$ cat config.mk
export PLATFORM = sky130hd
export DESIGN_NAME = midiSynth
export DESIGN_NICKNAME = d
export VERILOG_FILES = /design/src/design/midiPkg.sv /design/src/design/synthPkg.sv /design/src/design/midiChannel.sv /design/src/design/midiParser.sv /design/src/design/midiSynth.sv /design/src/design/toneOscillator.sv /design/src/design/voiceMixer.sv
export SDC_FILE = /design/constraint.sdc
export NUM_CORES = 1
export LEC_CHECK = 0
export BUFFER_PORTS_ARGS = -buffer_cell sky130_fd_sc_hd__clkbuf_2
export CAP_MARGIN = 20
export CORE_AREA = 2 2 232 234
export CTS_BUF_LIST = sky130_fd_sc_hd__clkbuf_4
export DETAILED_ROUTE_END_ITERATION = 10
export DIE_AREA = 0 0 234 236
export GPL_TIMING_DRIVEN = 0
export PLACE_DENSITY = 0.63
export SLEW_MARGIN = 10
export SYNTH_ARGS = -nofsm -noshare
export SYNTH_HDL_FRONTEND = slang
export SYNTH_SLANG_ARGS = --single-unit
$ cat constraint.sdc
create_clock -name iCLK -period 3.8 [get_ports iCLK]
set_input_delay 0.19 -clock iCLK [delete_from_list [all_inputs] [get_ports iCLK]]
set_output_delay 0.19 -clock iCLK [all_outputs]
set_load 0.005 [all_outputs]
$ cat src/design/midiPkg.sv
// --------------------
// MIDI message definitions
// Note and velocity widths
// Status opcodes and parser states
// --------------------

package midiPkg;

	// --------------------
	// Field widths
	// --------------------
	localparam int noteWidth = 7;	// Note number 0..127
	localparam int velWidth = 7;	// Velocity 0..127

	// --------------------
	// Status high nibble
	// --------------------
	// Only note messages matter here
	typedef enum logic [3:0]
	{
		opNoteOff = 4'h8,
		opNoteOn = 4'h9,
		opOther = 4'hF	// Any other status, data bytes swallowed
	} midiOpcode;

	// Byte position within a message
	typedef enum logic [1:0]
	{
		stIdle,		// No status seen yet
		stData1,	// Expecting note number
		stData2		// Expecting velocity
	} parserState;

endpackage

$ cat src/design/synthPkg.sv
// --------------------
// Audio path definitions
// Sample, amplitude and phase widths
// Top octave phase increment table
// --------------------

package synthPkg;

	localparam int incWidth = 16;		// Phase increment
	localparam int phaseWidth = 24;		// Phase accumulator
	localparam int ampWidth = 15;		// Unsigned amplitude
	localparam int sampleWidth = 16;	// Signed audio sample

	// --------------------
	// Increments for notes 120..131
	// --------------------
	// Equal temperament steps from C, scaled to the sample tick rate
	// Lower octaves shift these right by one bit per octave
	localparam logic [incWidth-1:0] octaveInc [12] = '{
		16'd34000,	// C
		16'd36022,	// C#
		16'd38164,	// D
		16'd40433,	// D#
		16'd42837,	// E
		16'd45385,	// F
		16'd48083,	// F#
		16'd50942,	// G
		16'd53972,	// G#
		16'd57181,	// A
		16'd60581,	// A#
		16'd64184	// B
	};

endpackage

$ cat src/design/midiChannel.sv
// --------------------
// One voice of the allocation chain
// Claim and release, note-on forwarding
// Increment and amplitude lookup
// --------------------

module midiChannel import midiPkg::*, synthPkg::*;
(
	input  logic iCLK,
	input  logic iRST,
	input  logic [noteWidth-1:0] iNoteNumber,
	input  logic [velWidth-1:0] iVelocity,
	input  logic iNoteOn,
	input  logic iNoteOff,
	output logic oNoteOnPipe,	// Note-on handed to next channel
	output logic [incWidth-1:0] oPhaseInc,
	output logic [ampWidth-1:0] oAmp,
	output logic oPlay
);

	logic [1:0] run;	// Bit 0 busy flag, bit 1 delayed copy drives play
	logic [noteWidth-1:0] noteReg;
	logic [velWidth-1:0] velReg;
	logic claim;
	logic noteRelease;
	logic [3:0] semitone;
	logic [3:0] octaveShift;

	// --------------------
	// Allocation
	// --------------------
	assign claim = !run[0] && iNoteOn && !iNoteOff;
	assign noteRelease = run[0] && !iNoteOn && iNoteOff && (noteReg == iNoteNumber);

	always_ff @(posedge iCLK)
	begin
		if (iRST)
		begin
			run <= 2'b00;
			oNoteOnPipe <= 1'b0;
		end
		else
		begin
			run[1] <= run[0];
			if (claim || noteRelease)
				run[0] <= !run[0];	// Toggle on claim or matching release
			oNoteOnPipe <= run[0] && iNoteOn;	// Busy, pass it down the chain
		end
	end

	// Note captured only while free
	always_ff @(posedge iCLK)
	begin
		if (!run[0] && iNoteOn)
		begin
			noteReg <= iNoteNumber;
			velReg <= iVelocity;
		end
	end

	// --------------------
	// Pitch and level
	// --------------------
	always_comb
	begin
		semitone = 4'(noteReg % 7'd12);
		octaveShift = 4'(4'd10 - 4'(noteReg / 7'd12));	// Octaves below the top
	end

	always_ff @(posedge iCLK)
	begin
		oPhaseInc <= octaveInc[semitone] >> octaveShift;
		oAmp <= run[0] ? ampWidth'({velReg, 8'd0}) : '0;	// Silent when stopped
	end

	assign oPlay = run[1];

	// Byte spacing keeps a travelling note-on clear of the next note-off
	assert property (@(posedge iCLK) disable iff (iRST) !(iNoteOn && iNoteOff));

endmodule

$ cat src/design/midiParser.sv
// --------------------
// MIDI byte stream parser
// Running status, note-on and note-off pulses
// --------------------

module midiParser import midiPkg::*;
(
	input  logic iCLK,
	input  logic iRST,
	input  logic [7:0] iByte,
	input  logic iByteStrobe,
	output logic [noteWidth-1:0] noteNumber,	// Held until next message completes
	output logic [velWidth-1:0] velocity,
	output logic noteOnPulse,
	output logic noteOffPulse
);

	parserState state;
	midiOpcode opcode;				// Latched from last status byte
	midiOpcode statusOp;			// Decode of incoming byte
	logic [noteWidth-1:0] dataNote;	// First data byte, waits for velocity
	logic isStatus;
	logic isOn;

	assign isStatus = iByte[7];

	// --------------------
	// Status decode
	// --------------------
	always_comb
	begin
		case (iByte[7:4])
			4'h8: statusOp = opNoteOff;
			4'h9: statusOp = opNoteOn;
			default: statusOp = opOther;
		endcase
	end

	// Velocity zero on a note-on is a release
	assign isOn = (opcode == opNoteOn) && (iByte[6:0] != '0);

	// --------------------
	// Message FSM
	// --------------------
	always_ff @(posedge iCLK)
	begin
		noteOnPulse <= 1'b0;	// Pulses last one cycle
		noteOffPulse <= 1'b0;
		if (iRST)
		begin
			state <= stIdle;
			opcode <= opOther;
		end
		else if (iByteStrobe)
		begin
			if (isStatus)
			begin
				opcode <= statusOp;
				state <= stData1;
			end
			else
			begin
				case (state)
					stData1:
					begin
						state <= stData2;
					end
					stData2:
					begin
						state <= stData1;	// Running status
						noteOnPulse <= isOn;
						noteOffPulse <= (opcode == opNoteOff) || ((opcode == opNoteOn) && !isOn);
					end
					default: state <= stIdle;	// Stray data before any status
				endcase
			end
		end
	end

	// Payload capture, no reset needed
	always_ff @(posedge iCLK)
	begin
		if (iByteStrobe && !isStatus && state == stData1)
			dataNote <= iByte[noteWidth-1:0];
		if (iByteStrobe && !isStatus && state == stData2)
		begin
			noteNumber <= dataNote;
			velocity <= iByte[velWidth-1:0];
		end
	end

	// A completed message is either on or off, never both
	assert property (@(posedge iCLK) disable iff (iRST) !(noteOnPulse && noteOffPulse));

endmodule

$ cat src/design/midiSynth.sv
// --------------------
// Polyphonic MIDI tone synthesizer top
// Parser, channel and oscillator chain, mixer
// --------------------

module midiSynth import midiPkg::*, synthPkg::*;
#(
	parameter int NumChannels = 4
)
(
	input  logic iCLK,
	input  logic iRST,
	input  logic [7:0] iByte,
	input  logic iByteStrobe,
	input  logic iSampleTick,
	output logic signed [sampleWidth-1:0] oSample,
	output logic [NumChannels-1:0] oVoiceActive,
	output logic oVoiceOverflow
);

	logic [noteWidth-1:0] noteNumber;
	logic [velWidth-1:0] velocity;
	logic noteOnPulse;
	logic noteOffPulse;
	logic [NumChannels:0] noteOnChain;	// Note-on ripples through the channels
	logic [incWidth-1:0] phaseInc [NumChannels];
	logic [ampWidth-1:0] amp [NumChannels];
	logic [NumChannels-1:0][sampleWidth-1:0] voices;

	midiParser parser
	(
		.iCLK(iCLK),
		.iRST(iRST),
		.iByte(iByte),
		.iByteStrobe(iByteStrobe),
		.noteNumber(noteNumber),
		.velocity(velocity),
		.noteOnPulse(noteOnPulse),
		.noteOffPulse(noteOffPulse)
	);

	assign noteOnChain[0] = noteOnPulse;
	assign oVoiceOverflow = noteOnChain[NumChannels];	// Fell off the end, no free voice

	// --------------------
	// Voice chain
	// --------------------
	for (genvar k = 0; k < NumChannels; k++)
	begin : voice
		midiChannel channel
		(
			.iCLK(iCLK),
			.iRST(iRST),
			.iNoteNumber(noteNumber),
			.iVelocity(velocity),
			.iNoteOn(noteOnChain[k]),
			.iNoteOff(noteOffPulse),	// Broadcast, only the matching voice reacts
			.oNoteOnPipe(noteOnChain[k+1]),
			.oPhaseInc(phaseInc[k]),
			.oAmp(amp[k]),
			.oPlay(oVoiceActive[k])
		);

		toneOscillator osc
		(
			.iCLK(iCLK),
			.iRST(iRST),
			.iSampleTick(iSampleTick),
			.iPhaseInc(phaseInc[k]),
			.iAmp(amp[k]),
			.iPlay(oVoiceActive[k]),
			.oVoice(voices[k])
		);
	end

	voiceMixer #(
		.NumChannels(NumChannels)
	) mixer
	(
		.iCLK(iCLK),
		.iRST(iRST),
		.iSampleTick(iSampleTick),
		.iVoices(voices),
		.oSample(oSample)
	);

endmodule

$ cat src/design/toneOscillator.sv
// --------------------
// Square wave oscillator
// Phase accumulator, amplitude scaled output
// --------------------

module toneOscillator import synthPkg::*;
(
	input  logic iCLK,
	input  logic iRST,
	input  logic iSampleTick,
	input  logic [incWidth-1:0] iPhaseInc,
	input  logic [ampWidth-1:0] iAmp,
	input  logic iPlay,
	output logic signed [sampleWidth-1:0] oVoice
);

	logic [phaseWidth-1:0] phase;
	logic signed [sampleWidth-1:0] ampSigned;

	assign ampSigned = $signed({1'b0, iAmp});	// Amplitude is always positive

	// --------------------
	// Phase accumulator
	// --------------------
	always_ff @(posedge iCLK)
	begin
		if (iRST || !iPlay)
			phase <= '0;	// Restart each note at phase zero
		else if (iSampleTick)
			phase <= phase + phaseWidth'(iPhaseInc);
	end

	// --------------------
	// Output sample
	// --------------------
	always_ff @(posedge iCLK)
	begin
		if (iRST || !iPlay)
			oVoice <= '0;
		else if (iSampleTick)
		begin
			if (phase[phaseWidth-1])
				oVoice <= -ampSigned;	// Second half cycle
			else
				oVoice <= ampSigned;
		end
	end

endmodule

$ cat src/design/voiceMixer.sv
// --------------------
// Voice mixer
// Saturating sum of all voices per sample tick
// --------------------

module voiceMixer import synthPkg::*;
#(
	parameter int NumChannels = 4
)
(
	input  logic iCLK,
	input  logic iRST,
	input  logic iSampleTick,
	input  logic [NumChannels-1:0][sampleWidth-1:0] iVoices,
	output logic signed [sampleWidth-1:0] oSample
);

	localparam int sumWidth = sampleWidth + $clog2(NumChannels) + 1;	// Room for all voices
	localparam logic signed [sumWidth-1:0] maxSum = sumWidth'((1 << (sampleWidth - 1)) - 1);
	localparam logic signed [sumWidth-1:0] minSum = -maxSum - 1;

	logic tickDelay;	// Oscillators update on the tick edge
	logic signed [sumWidth-1:0] sum;
	logic signed [sampleWidth-1:0] clamped;

	// --------------------
	// Sum and clamp
	// --------------------
	always_comb
	begin
		sum = '0;
		for (int i = 0; i < NumChannels; i++)
			sum = sum + sumWidth'($signed(iVoices[i]));	// Sign extended
		if (sum > maxSum)
			clamped = maxSum[sampleWidth-1:0];
		else if (sum < minSum)
			clamped = minSum[sampleWidth-1:0];
		else
			clamped = sum[sampleWidth-1:0];
	end

	always_ff @(posedge iCLK)
	begin
		if (iRST)
		begin
			tickDelay <= 1'b0;
			oSample <= '0;
		end
		else
		begin
			tickDelay <= iSampleTick;
			if (tickDelay)
				oSample <= clamped;
		end
	end

	// Out of range sums land on a rail
	assert property (@(posedge iCLK) disable iff (iRST)
		tickDelay && (sum > maxSum || sum < minSum) |=>
		(oSample == maxSum[sampleWidth-1:0] || oSample == minSum[sampleWidth-1:0]));

endmodule

---- Yosys cells after proc, flatten, opt, wreduce, memory -nomap -nowiden ----
Memories as Yosys holds them, arrays and structs flattened.
Cells that the tools add are included.
cells by class
  equality and inequality tests ........... 10
  reductions and logical operators ........ 56
  multiplexer cells ....................... 17
  add/sub/neg operators ................... 15
  $lt $le $gt $ge ......................... 6
  bitwise operators ....................... 6
  divide/modulo/power cells ............... 8
  shift operators ......................... 4
operator list
  kind                    number
  $mux W16                14
  $add A24 B16 Y24        4
  $neg A15 Y16            4
  $shr A16 B4 Y16         4
  $logic_and A1 B1 Y1     29
  $div A7 B4 Y7 const B   4
  $eq A7 B7 Y1            4
  $mod A7 B4 Y7 const B   4
  $ge A5 B5 Y1 const B    4
  $not A4 Y5              4
  $add A19 B16 Y19        1
  $gt A19 B16 Y1 const B  1
  $lt A19 B16 Y1 const B  1
  $add A17 B16 Y18        1
  $add A16 B16 Y17        1
  $eq A4 B4 Y1 const B    4
  $sub A4 B4 Y4 const A   4
  $logic_not A1 Y1        15
  $logic_or A1 B1 Y1      9
  $reduce_bool A7 Y1      1
  $pmux W3 S2             1
  $pmux W2 S2             1
  $reduce_or A4 Y1        1
  $eq A2 B1 Y1 const B    1
  4 further kinds         5
storage, ports and cells
  logic and storage cells ................. 175
  input port bits ......................... 12
  bits in read-only memories .............. 1024
  output and inout port bits .............. 21
  memories kept ........................... 4
  register bits after elaboration ......... 398
memories
  name             words  bits a word  rd ports  clocked after memory_dff  wr ports  RTL line           text
  (no name shown)  16     16           1         0                         0         midiChannel.sv:72  oPhaseInc <= octaveInc[semitone] >> octaveShift;
  (no name shown)  16     16           1         0                         0         midiChannel.sv:72
  (no name shown)  16     16           1         0                         0         midiChannel.sv:72
  (no name shown)  16     16           1         0                         0         midiChannel.sv:72

---- Depth between registers and ports, before layout ----
Gate-level depths: netlist (run 1).
  word-level depth ........................ 6
  depth in mapped cells ................... 19
  gate-level depth less buffers ........... 19

---- Hierarchy ----
A second synthesis (run 1) with hierarchy kept.
second synthesis, totals
  cell total of the unflattened synthesis .. 3468
  area, all modules ....................... 29017.8 um^2
modules (own cells, without submodules)
  module                               cells each  sequential area each (um^2)  area each (um^2)  instances
  midiChannel at voice[0].channel ...  475         940.9                        3866.2            3
  toneOscillator at voice[0].osc ...   308         800.8                        2570.0            2
  midiChannel at voice[3].channel      461         940.9                        3637.2            1
  voiceMixer                           320         340.3                        2643.8            1
  toneOscillator at voice[2].osc       310         800.8                        2612.5            1
  toneOscillator at voice[3].osc       288         800.8                        2509.9            1
  midiParser                           48          750.7                        875.8             1

---- Worst setup path after synthesis (run 1) ----
No wires, ideal clock.
  path type ............................... register to register
  from .................................... register voice[0].osc.oVoice[9]
  to ...................................... register mixer.oSample[14]
  setup time .............................. 0.132 ns
  stages on the path, launching flop included .. 20
  arrival ................................. 3.543 ns
  slack ................................... 0.125 ns
  required time ........................... 3.668 ns
  cell sequence ........................... dfxtp_1 -> fa_1 -> ha_1 -> fa_1 -> a21oi_1 -> nor2_1 -> nor2_1 -> o21bai_1 -> a21oi_1 -> o211ai_1 -> o21ai_0 -> ha_1 -> inv_1 -> nor4_1 -> a21oi_1 -> o311a_1 -> o311ai_0 -> o31a_1 -> nand2_1 -> a31oi_1
between the ends
  word-level cells in the longest chain between the ends .. 6
RTL lines
  what                    RTL line              text
  from (decl)             toneOscillator.sv:14  output logic signed [sampleWidth-1:0] oVoice
  from (signal assigned)  toneOscillator.sv:43  oVoice <= -ampSigned;
  from (signal assigned)  toneOscillator.sv:45  oVoice <= ampSigned;
  $add A16 B16 Y17 (*)    voiceMixer.sv:33      sum = sum + sumWidth'($signed(iVoices[i]));
  $add A17 B16 Y18 (*)    voiceMixer.sv:33
  $add A19 B16 Y19 (*)    voiceMixer.sv:33
  $lt A19 B16 Y1          voiceMixer.sv:36      else if (sum < minSum)
  $mux W16                voiceMixer.sv:36
  $mux W16 (*)            voiceMixer.sv:34      if (sum > maxSum)
  to (signal assigned)    voiceMixer.sv:53      oSample <= clamped;
  to (decl)               voiceMixer.sv:15      output logic signed [sampleWidth-1:0] oSample
Mark *: on every way between the ends. The rest lies on a longest branch, timed or not.
A chain may end at the register's enable or synchronous reset.

---- Final worst setup path (run 1) ----
  from .................................... register voice[1].osc.oVoice[9]
  to ...................................... register mixer.oSample[9]
between the ends
  word-level cells in the longest chain between the ends .. 6
RTL lines
  what                    RTL line
  from (decl)             toneOscillator.sv:14
  from (signal assigned)  toneOscillator.sv:43
  from (signal assigned)  toneOscillator.sv:45
  $add A16 B16 Y17 (*)    voiceMixer.sv:33
  $add A17 B16 Y18 (*)    voiceMixer.sv:33
  $add A19 B16 Y19 (*)    voiceMixer.sv:33
  $lt A19 B16 Y1          voiceMixer.sv:36
  $mux W16                voiceMixer.sv:36
  $mux W16 (*)            voiceMixer.sv:34
Marks and branches as above.

==> results_dict.tcl, run 1 <==
set metrics [dict create \
    status "finished, violations left" \
    violations "negative setup slack" \
    crit_chain "fa_1 -> ha_2 -> buf_4 -> a21o_1 -> a21oi_2 -> o21bai_1 -> a21oi_2 -> o21bai_1 -> a21oi_1 -> xnor2_1 -> ha_2 -> nand3_1 -> o311a_1 -> o311ai_2 -> o31a_1 -> o211ai_1 -> a21oi_1" \
    max_stage_delay_ns 0.47 \
    cp-end-kind "register" \
    swShare_pct 23.62 \
    drtIter0Drc 1422 \
    clk_latency_ns 0.78 \
    drc 0 \
    fmax_ghz 0.2616 \
    crit_fanout 5 \
    grt_max_degree 16 \
    setup_viol 2 \
    antenna_left 0 \
    synth_top_cell_area_share_pct 23.85 \
    syn_to_final_growth_pct 12.15 \
    std_cell_rows 85 \
    ys_warn_count 0 \
    crit_path_start_kind "register" \
    synthTopCellsByArea "dfxtp_1 24%, edfxtp_1 11%, ha_1 6.9%" \
    yosysSeqAreaShare_pct 34.96 \
    crit_family "compound AO/OA/AOI/OAI gates" \
    muxShareOfSynthArea_pct 5.824 \
    r2r_setup_slack_ns -0.02 \
    pwr-share-clk_pct 45.9 \
    cts_tree "built" \
    synth-compound-area-share_pct 21.69 \
    gp_congestion 0.9204 \
    antenna_found_initial 1 \
    cts_htree_levels 3 \
    synthSimpleGateAreaFrac_pct 18.98 \
    whs_ns 0.08810 \
    leakage_nw 9.322 \
    synth_edf_count 77 \
    max_slew_margin_pct 29.25 \
    cp.required_ns 4.40 \
    clk_pin_slew_ns 0.07 \
    place_area_um2 21880 \
    syn_area_um2 20820 \
    final_hold_viol_count 0 \
    synth.most_common_cell "dfxtp_1" \
    syn_avg_cell_area_um2 8.965 \
    vias_per_cell 5.600 \
    cts_buffers 90 \
    postLayoutCellArea_um2 23350 \
    seqPwrFrac_pct 52.0 \
    p_per_area_nw_per_um2 291.1 \
    synthAdderAreaFrac_pct 8.198 \
    gr-total-overflow 0 \
    period_share_pct 100.6 \
    die_w_um 234 \
    async_flop_share_pct 0 \
    synth_top_family_by_area "compound AO/OA/AOI/OAI gates" \
    synth_common_cells "248 x dfxtp_1, 222 x nor2_1, 139 x nand2_1, 119 x a21oi_1, 114 x ha_1" \
    slew_viol_final 0 \
    max-clock-path-buffers 3 \
    peakVddDrop_uv 205.7 \
    firstDrtPassIters 5 \
    die_area_um2 55220 \
    utilization_pct 43.99 \
    grt_usage_pct 20.33 \
    p_int_mw 5.191 \
    synth_xor_area_share_pct 5.590 \
    first_global_vias 17270 \
    p_comb_share_pct 2.1 \
    criticalPathCategory "register to register" \
    port-buffer-count 32 \
    synth_area_leader_cell "dfxtp_1" \
    grt_pass1_wl_mm 90.80 \
    synthDistinctLibCells 107 \
    synth_nets 2462 \
    hp-class "input port to register" \
    switchingPower_mw 1.605 \
    rsz0062_at_grt "yes" \
    netlist_instances 2322 \
    core-area_um2 53070 \
    dieHeight_um 236 \
    hpwl_mm 42.58 \
    layout_min_cycle_time_ns 3.823 \
    critPathBufInv 1 \
    drive_gt1_share_pct 13.76 \
    tightest_slew_ns 1.059 \
    cap_violations 0 \
    cp_slowest_cell "fa_1" \
    wl_mm 56.78 \
    num-nets-final 2606 \
    finalClockSkew_ns 0.04948 \
    power.total_mw 6.797 \
    clock_sinks 325 \
    ys_ff_latch 325 \
    setup_ws_ns -0.02304 \
    io_pins 33 \
    fillers 5179 \
    critical_path_arrival_ns 4.42 \
    root_buffer "clkbuf_4" \
    yosys_most_used_dff "dfxtp_1" \
    initial_utilization_pct 39.23 \
    wl_per_cell_um 17.55 \
    vias 18120 \
]
## through the flow
step	cells	setup TNS [ns]	setup WS, ns
after detailed placement	3053	-3.671	-0.3636
after global placement	3050	-2.945	-0.2825
after CTS	3229	-0.01335	-0.01335
after global routing	3234	-1.659	-0.2670
after floorplan	2322	0	0.1246
final	3235	-0.04283	-0.02304
## worst min-delay path, stage by stage
cell and delay (ns):
clkbuf_2 0.20, nand2b_1 0.16, or3_1 0.10, or3_1 0.09, nand3_1 0.07
## cells in the final DEF, fill, tap and decap left out, drive strengths merged, types with 17 or more instances in the layout
| cell type | count |
|---|---|
| nor2b | 52 |
| a21oi | 119 |
| and3 | 26 |
| xnor2 | 76 |
| buf | 82 |
| inv | 86 |
| o31ai | 24 |
| a21o | 24 |
| ha | 114 |
| and2 | 52 |
| o21a | 32 |
| clkbuf | 222 |
| or2 | 17 |
| mux2i | 103 |
| clkinv | 33 |
| a31oi | 42 |
| a211oi | 54 |
| nand2 | 139 |
| o211ai | 34 |
| nor2 | 224 |
| nand3 | 64 |
| or3 | 23 |
| dfxtp | 248 |
| a22oi | 17 |
| o22ai | 25 |
| o21ai | 98 |
| edfxtp | 77 |
| nand2b | 41 |
| nor3 | 59 |
| xor2 | 56 |
## worst paths after layout
path | start | endpoint | cells after the start
worst max-delay path | voice[1].osc.oVoice[9] | mixer.oSample[9] | 17
worst min-delay path | iRST | voice[1].osc.phase[15] | 5
worst max register to register | voice[1].osc.oVoice[9] | mixer.oSample[9] | 17
worst min register to register | parser.dataNote[6] | parser.noteNumber[6] | 0
## registers in the layout, summed over array words and instances, names as in the netlist, 8 cells and up
name and flops:
voice.channel.oAmp 28, voice.osc.phase 96, mixer.oSample 9, voice.osc.oVoice 32, voice.channel.noteReg 28, voice.channel.run 8, voice.channel.oPhaseInc 64, voice.channel.velReg 28
## timing repair
action / in CTS / in global routing
pin swaps: 7 / 9
hold buffers: 11 / 0
gates resized for setup: 15 / 30
endpoints found under the setup margin: 18 / 34
buffers inserted: 3 / 6
hold endpoints to repair: 28 / 0
## routing by layer
metal  share of wire (%)  vias to the layer above  GRT usage, %  wire length, um
met5                   0                        -             0                0
met4                 2.8                        0         7.422             1584
met3                 4.4                       95         3.046             2475
met2                  45                      459         32.07            25710
met1                  48                     8674         28.02            27010
li1                    -                     8888             -                -
## cell type report
| class | instances | area, um2 | area share (%) |
|---|---|---|---|
| clock inverter | 36 | 181.4 | 0.7771 |
| multi-input combinational | 1777 | 12690 | 54.36 |
| antenna | 2 | 5.005 | 0.02144 |
| clock buffer | 127 | 953.4 | 4.084 |
| sequential | 325 | 7282 | 31.19 |
| inverter | 84 | 315.3 | 1.350 |
| buffer | 132 | 669.4 | 2.867 |
| timing repair buffer | 56 | 379.1 | 1.624 |
| tap | 696 | 870.8 | 3.730 |
## power groups by stage
stage | clock [mW] | combinational, mW | sequential (mW)
finish | 3.12 | 0.141 | 3.53
global route | 3.41 | 0.150 | 3.53
CTS | 3.21 | 0.140 | 3.53
detailed placement | 0 | 0.131 | 3.61
global placement | 0 | 0.129 | 3.61
floorplan | 0 | 0.0702 | 3.61
## cell families after synthesis
logic type | after synthesis
adders and majority gates | 128
buffers and inverters | 220
DFF | 325
AOI/OAI and AO/OA | 628
xor gates and xnor gates | 132
muxes | 114
and+or+nand+nor | 775
Power figures use the tool's default switching activity.
==> run 2, diff against run 1 <==
CORE_AREA = 2 2 273 275   (was 2 2 232 234)
DIE_AREA = 0 0 275 277   (was 0 0 234 236)
SYNTH_HIERARCHICAL = 1   (was not set)
==> results_dict.tcl, run 2 <==
set metrics [dict create \
    yosys_most_used_dff "dfxtp_1" \
    synthTopCellsByArea "dfxtp_1 20%, edfxtp_1 8.0%, ha_1 4.9%" \
    final_hold_viol_count 0 \
    utilization_pct 43.86 \
    first_global_vias 25500 \
    critical_path_arrival_ns 4.56 \
    power.total_mw 7.799 \
    layout_min_cycle_time_ns 3.855 \
    cts_htree_levels 3 \
    critPathBufInv 4 \
    drtIter0Drc 2624 \
    ys_warn_count 6 \
    setup_viol 11 \
    wl_mm 89.08 \
    cap_violations 0 \
    placed_cells 4500 \
    gp_congestion 0.9797 \
    p_per_area_nw_per_um2 241.7 \
    synth_common_cells "293 x nor2_1, 287 x dfxtp_1, 215 x nand2_1, 213 x o21ai_0, 211 x a21oi_1" \
    synthDistinctLibCells 130 \
    tightest_slew_ns 0.8635 \
    antenna_found_initial 1 \
    netlist_instances 3468 \
    peakVddDrop_uv 196.0 \
    async_flop_share_pct 0 \
    synth_area_leader_cell "dfxtp_1" \
    cts_buffers 95 \
    core-area_um2 73570 \
    top_register "voice.osc/phase" \
    cp-end-kind "register" \
    place_area_um2 30530 \
    cp.required_ns 4.50 \
    grt_max_degree 23 \
    status "finished, violations left" \
    pre_cts_slack_ns -0.3095 \
    drive_gt1_share_pct 16.09 \
    largest_reg_flops 96 \
    fmax_ghz 0.2594 \
    grt_pass1_wl_mm 140.7 \
    syn_avg_cell_area_um2 8.367 \
    die_w_um 275 \
    max_slew_margin_pct 42.44 \
    port-buffer-count 32 \
    r2r_setup_slack_ns -0.06 \
    vias 27310 \
    synth_top_cell_area_share_pct 19.80 \
    num-nets-final 3814 \
    synth.most_common_cell "nor2_1" \
    ys_ff_latch 364 \
    grt_usage_pct 22.67 \
    antenna_left 0 \
    clk_pin_slew_ns 0.08 \
    finalClockSkew_ns 0.04221 \
    rsz0062_at_grt "yes" \
    cp_slowest_cell "fa_1" \
    hp-class "input port to register" \
    syn_area_um2 29020 \
    crit_family "adder cells" \
    violations "negative setup slack" \
    max-clock-path-buffers 3 \
    gr-total-overflow 0 \
    wl_per_cell_um 18.96 \
    final_common_cell "nor2_1" \
    syn_to_final_growth_pct 11.19 \
    hpwl_mm 66.14 \
    max_stage_delay_ns 0.54 \
    final_cell_mix "289 x nor2_1, 284 x dfxtp_1, 215 x nand2_1" \
    reg.largest.list "voice.osc/phase x96, voice.channel/oPhaseInc x64, voice.osc/oVoice x64" \
    period_share_pct 101.5 \
    cts_tree "built" \
    initial_utilization_pct 39.44 \
    postLayoutCellArea_um2 32270 \
    firstDrtPassIters 8 \
    crit_chain "inv_2 -> fa_1 -> inv_2 -> fa_1 -> ha_2 -> fa_2 -> a211oi_4 -> buf_4 -> o21ai_4 -> a41oi_2 -> o211ai_1 -> nor4_4 -> buf_4 -> nor2_4 -> o32ai_2" \
    std_cell_rows 100 \
    slew_viol_final 0 \
    layoutNonFillerInstCount 4699 \
    yosysSeqAreaShare_pct 27.77 \
    io_pins 33 \
    crit_path_start_kind "register" \
    leakage_nw 12.65 \
    drc 0 \
    criticalPathCategory "register to register" \
    crit_fanout 5 \
    clk_latency_ns 0.81 \
    clock_sinks 364 \
    synth_edf_count 77 \
    die_area_um2 76180 \
    vias_per_cell 5.811 \
    dieHeight_um 277 \
    root_buffer "clkbuf_4" \
    setup_ws_ns -0.05522 \
]
-- run 2: worst paths after layout --
| check | from | to | cells past startpoint |
|---|---|---|---|
| setup / recovery | voice[1].osc/oVoice[1] | mixer/oSample[2] | 15 |
| hold / removal | iRST | voice[3].channel/run[1] | 2 |
| setup reg to reg | voice[1].osc/oVoice[1] | mixer/oSample[2] | 15 |
| hold reg to reg | parser/dataNote[0] | parser/noteNumber[0] | 0 |
-- run 2: per-stage QoR --
| step | TNS [ns] | hold WS (ns) |
|---|---|---|
| after floorplan | 0 | 0.2621 |
| after global placement | -4.379 | 0.4009 |
| after detailed placement | -4.181 | 0.4045 |
| after CTS | -0.2236 | 0.05895 |
| after global routing | -2.753 | 0.1052 |
| final | -0.1607 | 0.1534 |
-- run 2: timing repair --
action,CTS,global route
buffers inserted,6,4
endpoints found under the hold margin,28,0
hold buffers,11,0
pin swaps,21,20
endpoints found under the setup margin,19,31
resized for setup,17,44
cloned,1,1
-- run 2: cell families (layout without fill, tap and decap cells) --
logic type | count (synthesis) | count (layout) | synth area share [%]
xor+xnor | 180 | 180 | 5.640
simple gates | 1116 | 1116 | 20.59
flops | 364 | 364 | 27.77
fa+ha+maj | 154 | 154 | 7.572
other cells | 4 | 33 | 0.05173
compound gates | 1119 | 1119 | 27.57
mux | 83 | 83 | 2.919
buf+inv | 448 | 681 | 7.886
-- run 2: power breakdown --
part           internal [mW]  total [mW]  switching [mW]
logic                  0.103       0.252           0.148
registers               3.94        3.95         0.00801
clock network           1.98        3.60            1.62
total                   6.02        7.80            1.78
-- run 2: routing by layer --
metal,part of all wire [%],routed length [um],GRT usage [%]
met1,46,41230,32.38
met2,44,39490,34.98
met3,6.9,6177,3.529
met4,2.5,2184,6.736
met5,0,0,0
-- run 2: final cells by class --
type,instances,area (um2)
inverters,182,695.7
diodes,1,2.502
repair buffers,61,421.7
flip-flops and latches,364,8061
plain buffers,263,1595
well taps,969,1212
multi-input cells,2684,18970
clock buffers,141,1059
fillers,7469,41300
clock inverters,34,244.0
-- run 2: worst register-to-register path, cell delays in order (launching register included) --
cell,delay (ns)
dfxtp_2,0.33
inv_2,0.04
fa_1,0.54
inv_2,0.04
fa_1,0.43
ha_2,0.20
fa_2,0.39
a211oi_4,0.25
buf_4,0.16
o21ai_4,0.05
a41oi_2,0.23
o211ai_1,0.21
nor4_4,0.39
buf_4,0.20
nor2_4,0.05
o32ai_2,0.25
==> run 3, diff against run 2 <==
REMOVE_ABC_BUFFERS = 1   (was not set)
==> results_dict.tcl, run 3 (synthesized netlist as in run 2, its figures left out) <==
set metrics [dict create \
    status "finished, violations left" \
    violations "negative setup slack" \
    largest_reg_flops 96 \
    grt_pass1_wl_mm 125.4 \
    clock_sinks 364 \
    peakVddDrop_uv 173.5 \
    gp_congestion 0.9309 \
    period_share_pct 101.7 \
    rsz0062_at_grt "yes" \
    std_cell_rows 100 \
    p_per_area_nw_per_um2 239.6 \
    cts_tree "built" \
    drive_gt1_share_pct 14.50 \
    hpwl_mm 54.84 \
    worstHoldStart "iRST" \
    place_area_um2 29770 \
    r2r_setup_slack_ns -0.06 \
    leakage_nw 12.21 \
    critical_path_arrival_ns 4.57 \
    min_to "voice[0].channel/run[0]" \
    num-nets-final 3621 \
    wl_mm 77.28 \
    postLayoutCellArea_um2 31790 \
    finalClockSkew_ns 0.05539 \
    first_global_vias 24070 \
    r2r-start "voice[0].osc/oVoice[1]" \
    layout_min_cycle_time_ns 3.863 \
    crit_path_start_kind "register" \
    slew_viol_final 0 \
    root_buffer "clkbuf_4" \
    io_pins 33 \
    clk_pin_slew_ns 0.07 \
    max-clock-path-buffers 3 \
    fmax_ghz 0.2588 \
    cp.required_ns 4.50 \
    max_slew_margin_pct 36.77 \
    vias_per_cell 5.767 \
    reg.largest.list "voice.osc/phase x96, voice.channel/oPhaseInc x64, voice.osc/oVoice x64" \
    vias 26010 \
    hp-class "input port to register" \
    grt_max_degree 109 \
    cp-end-kind "register" \
    crit_fanout 6 \
    wl_per_cell_um 17.14 \
    tightest_slew_ns 0.9416 \
    final_hold_viol_count 0 \
    whs_ns 0.04832 \
    core-area_um2 73570 \
    drc 0 \
    syn_to_final_growth_pct 9.542 \
    dieHeight_um 277 \
    criticalPathCategory "register to register" \
    die_w_um 275 \
    firstDrtPassIters 6 \
    cts_htree_levels 3 \
    whs_path_depth 2 \
    setup_ws_ns -0.06337 \
    top_register "voice.osc/phase" \
    clk_latency_ns 0.83 \
    die_area_um2 76180 \
    final_common_cell "nor2_1" \
    antenna_found_initial 7 \
    initial_utilization_pct 39.44 \
    final_cell_mix "290 x nor2_1, 284 x dfxtp_1, 215 x nand2_1" \
    drtIter0Drc 2326 \
    reg2reg_depth 16 \
    antenna_left 0 \
    cts_buffers 99 \
    gr-total-overflow 0 \
    grt_usage_pct 19.67 \
    setup_viol 12 \
    cap_violations 0 \
    r2r-end "mixer/oSample[7]" \
    port-buffer-count 32 \
]
## run 3: cell types whose count changed in the layout (fill, tap and decap cells not counted), moves of 5 or more
cell	change
buf_16	+21
buf_8	+17
buf_4	-26
clkinvlp_4	+8
buf_1	-15
buf_6	-41
buf_2	-74
o21ai_2	+5
o21ai_1	-5
clkbuf_1	-80
## run 3: what timing repair did
item,CTS,global route
cloned,2,0
endpoints found under the hold margin,27,0
endpoints found under the setup margin,55,29
pin swaps,27,18
buffers inserted,22,18
hold buffers,10,0
resized for setup,45,18
## run 3: worst max path at each step
stage / start / slack (ns) / endpoint / cells past startpoint
detailed placement: voice[0].osc/oVoice[1] / -0.59 / mixer/oSample[3] / 14
floorplan: voice[0].osc/oVoice[1] / -0.05 / mixer/oSample[12] / 14
global placement: iSampleTick / -2.34 / voice[2].osc/phase[16] / 5
global route: voice[0].osc/oVoice[1] / -0.22 / mixer/oSample[7] / 16
CTS: voice[0].osc/oVoice[1] / -0.14 / mixer/oSample[8] / 16
finish: voice[0].osc/oVoice[1] / -0.06 / mixer/oSample[7] / 16
## run 3: area by class of cell
cell class                      instances  area, um2
Inverter                              182      710.7
Tap cell                              969       1212
Multi-Input combinational cell       2684      19010
Sequential cell                       364       8061
Clock buffer                          137       1028
Antenna cell                            4      10.01
Fill cell                            7419      41780
Timing Repair Buffer                  127       1525
Clock inverter                         43      225.2
## run 3: per-stage QoR
stage                     utilization, %  setup slack [ns]  setup TNS [ns]  power (mW)  instances
after floorplan                        -          -0.04552         -0.4341       4.145       3230
after global placement             39.27            -2.337         -155.23       4.235       4231
after detailed placement           40.47           -0.5936          -14.99       4.224       4273
after CTS                          42.89           -0.1391          -1.660       7.752       4487
after global routing               43.21           -0.2224          -2.826       8.009       4510
final                              43.21          -0.06337         -0.5929       7.616       4510
## run 3: where the power goes
part	leakage, nW	switching [mW]	internal, mW
combinational	8.44	0.130	0.0828
clock	0.736	1.70	1.75
sequential	3.03	0.0101	3.94
## run 3: worst max-delay path: stages, from the launching register on
cell and delay (ns):
dfxtp_2 0.33, inv_2 0.04, fa_1 0.52, inv_1 0.05, fa_1 0.50, ha_2 0.22, fa_2 0.37, a211oi_4 0.29
o21ai_2 0.10, a41oi_2 0.26, o21ai_1 0.08, o211ai_1 0.20, buf_4 0.20, o211ai_4 0.10, a21boi_4 0.24, clkbuf_16 0.19
a211oi_2 0.06
## run 3: routing by layer
layer	wire, um	global-route usage [%]
met4	2220	7.443
met5	40	0
met1	36090	27.35
met3	4646	3.295
met2	34280	30.33
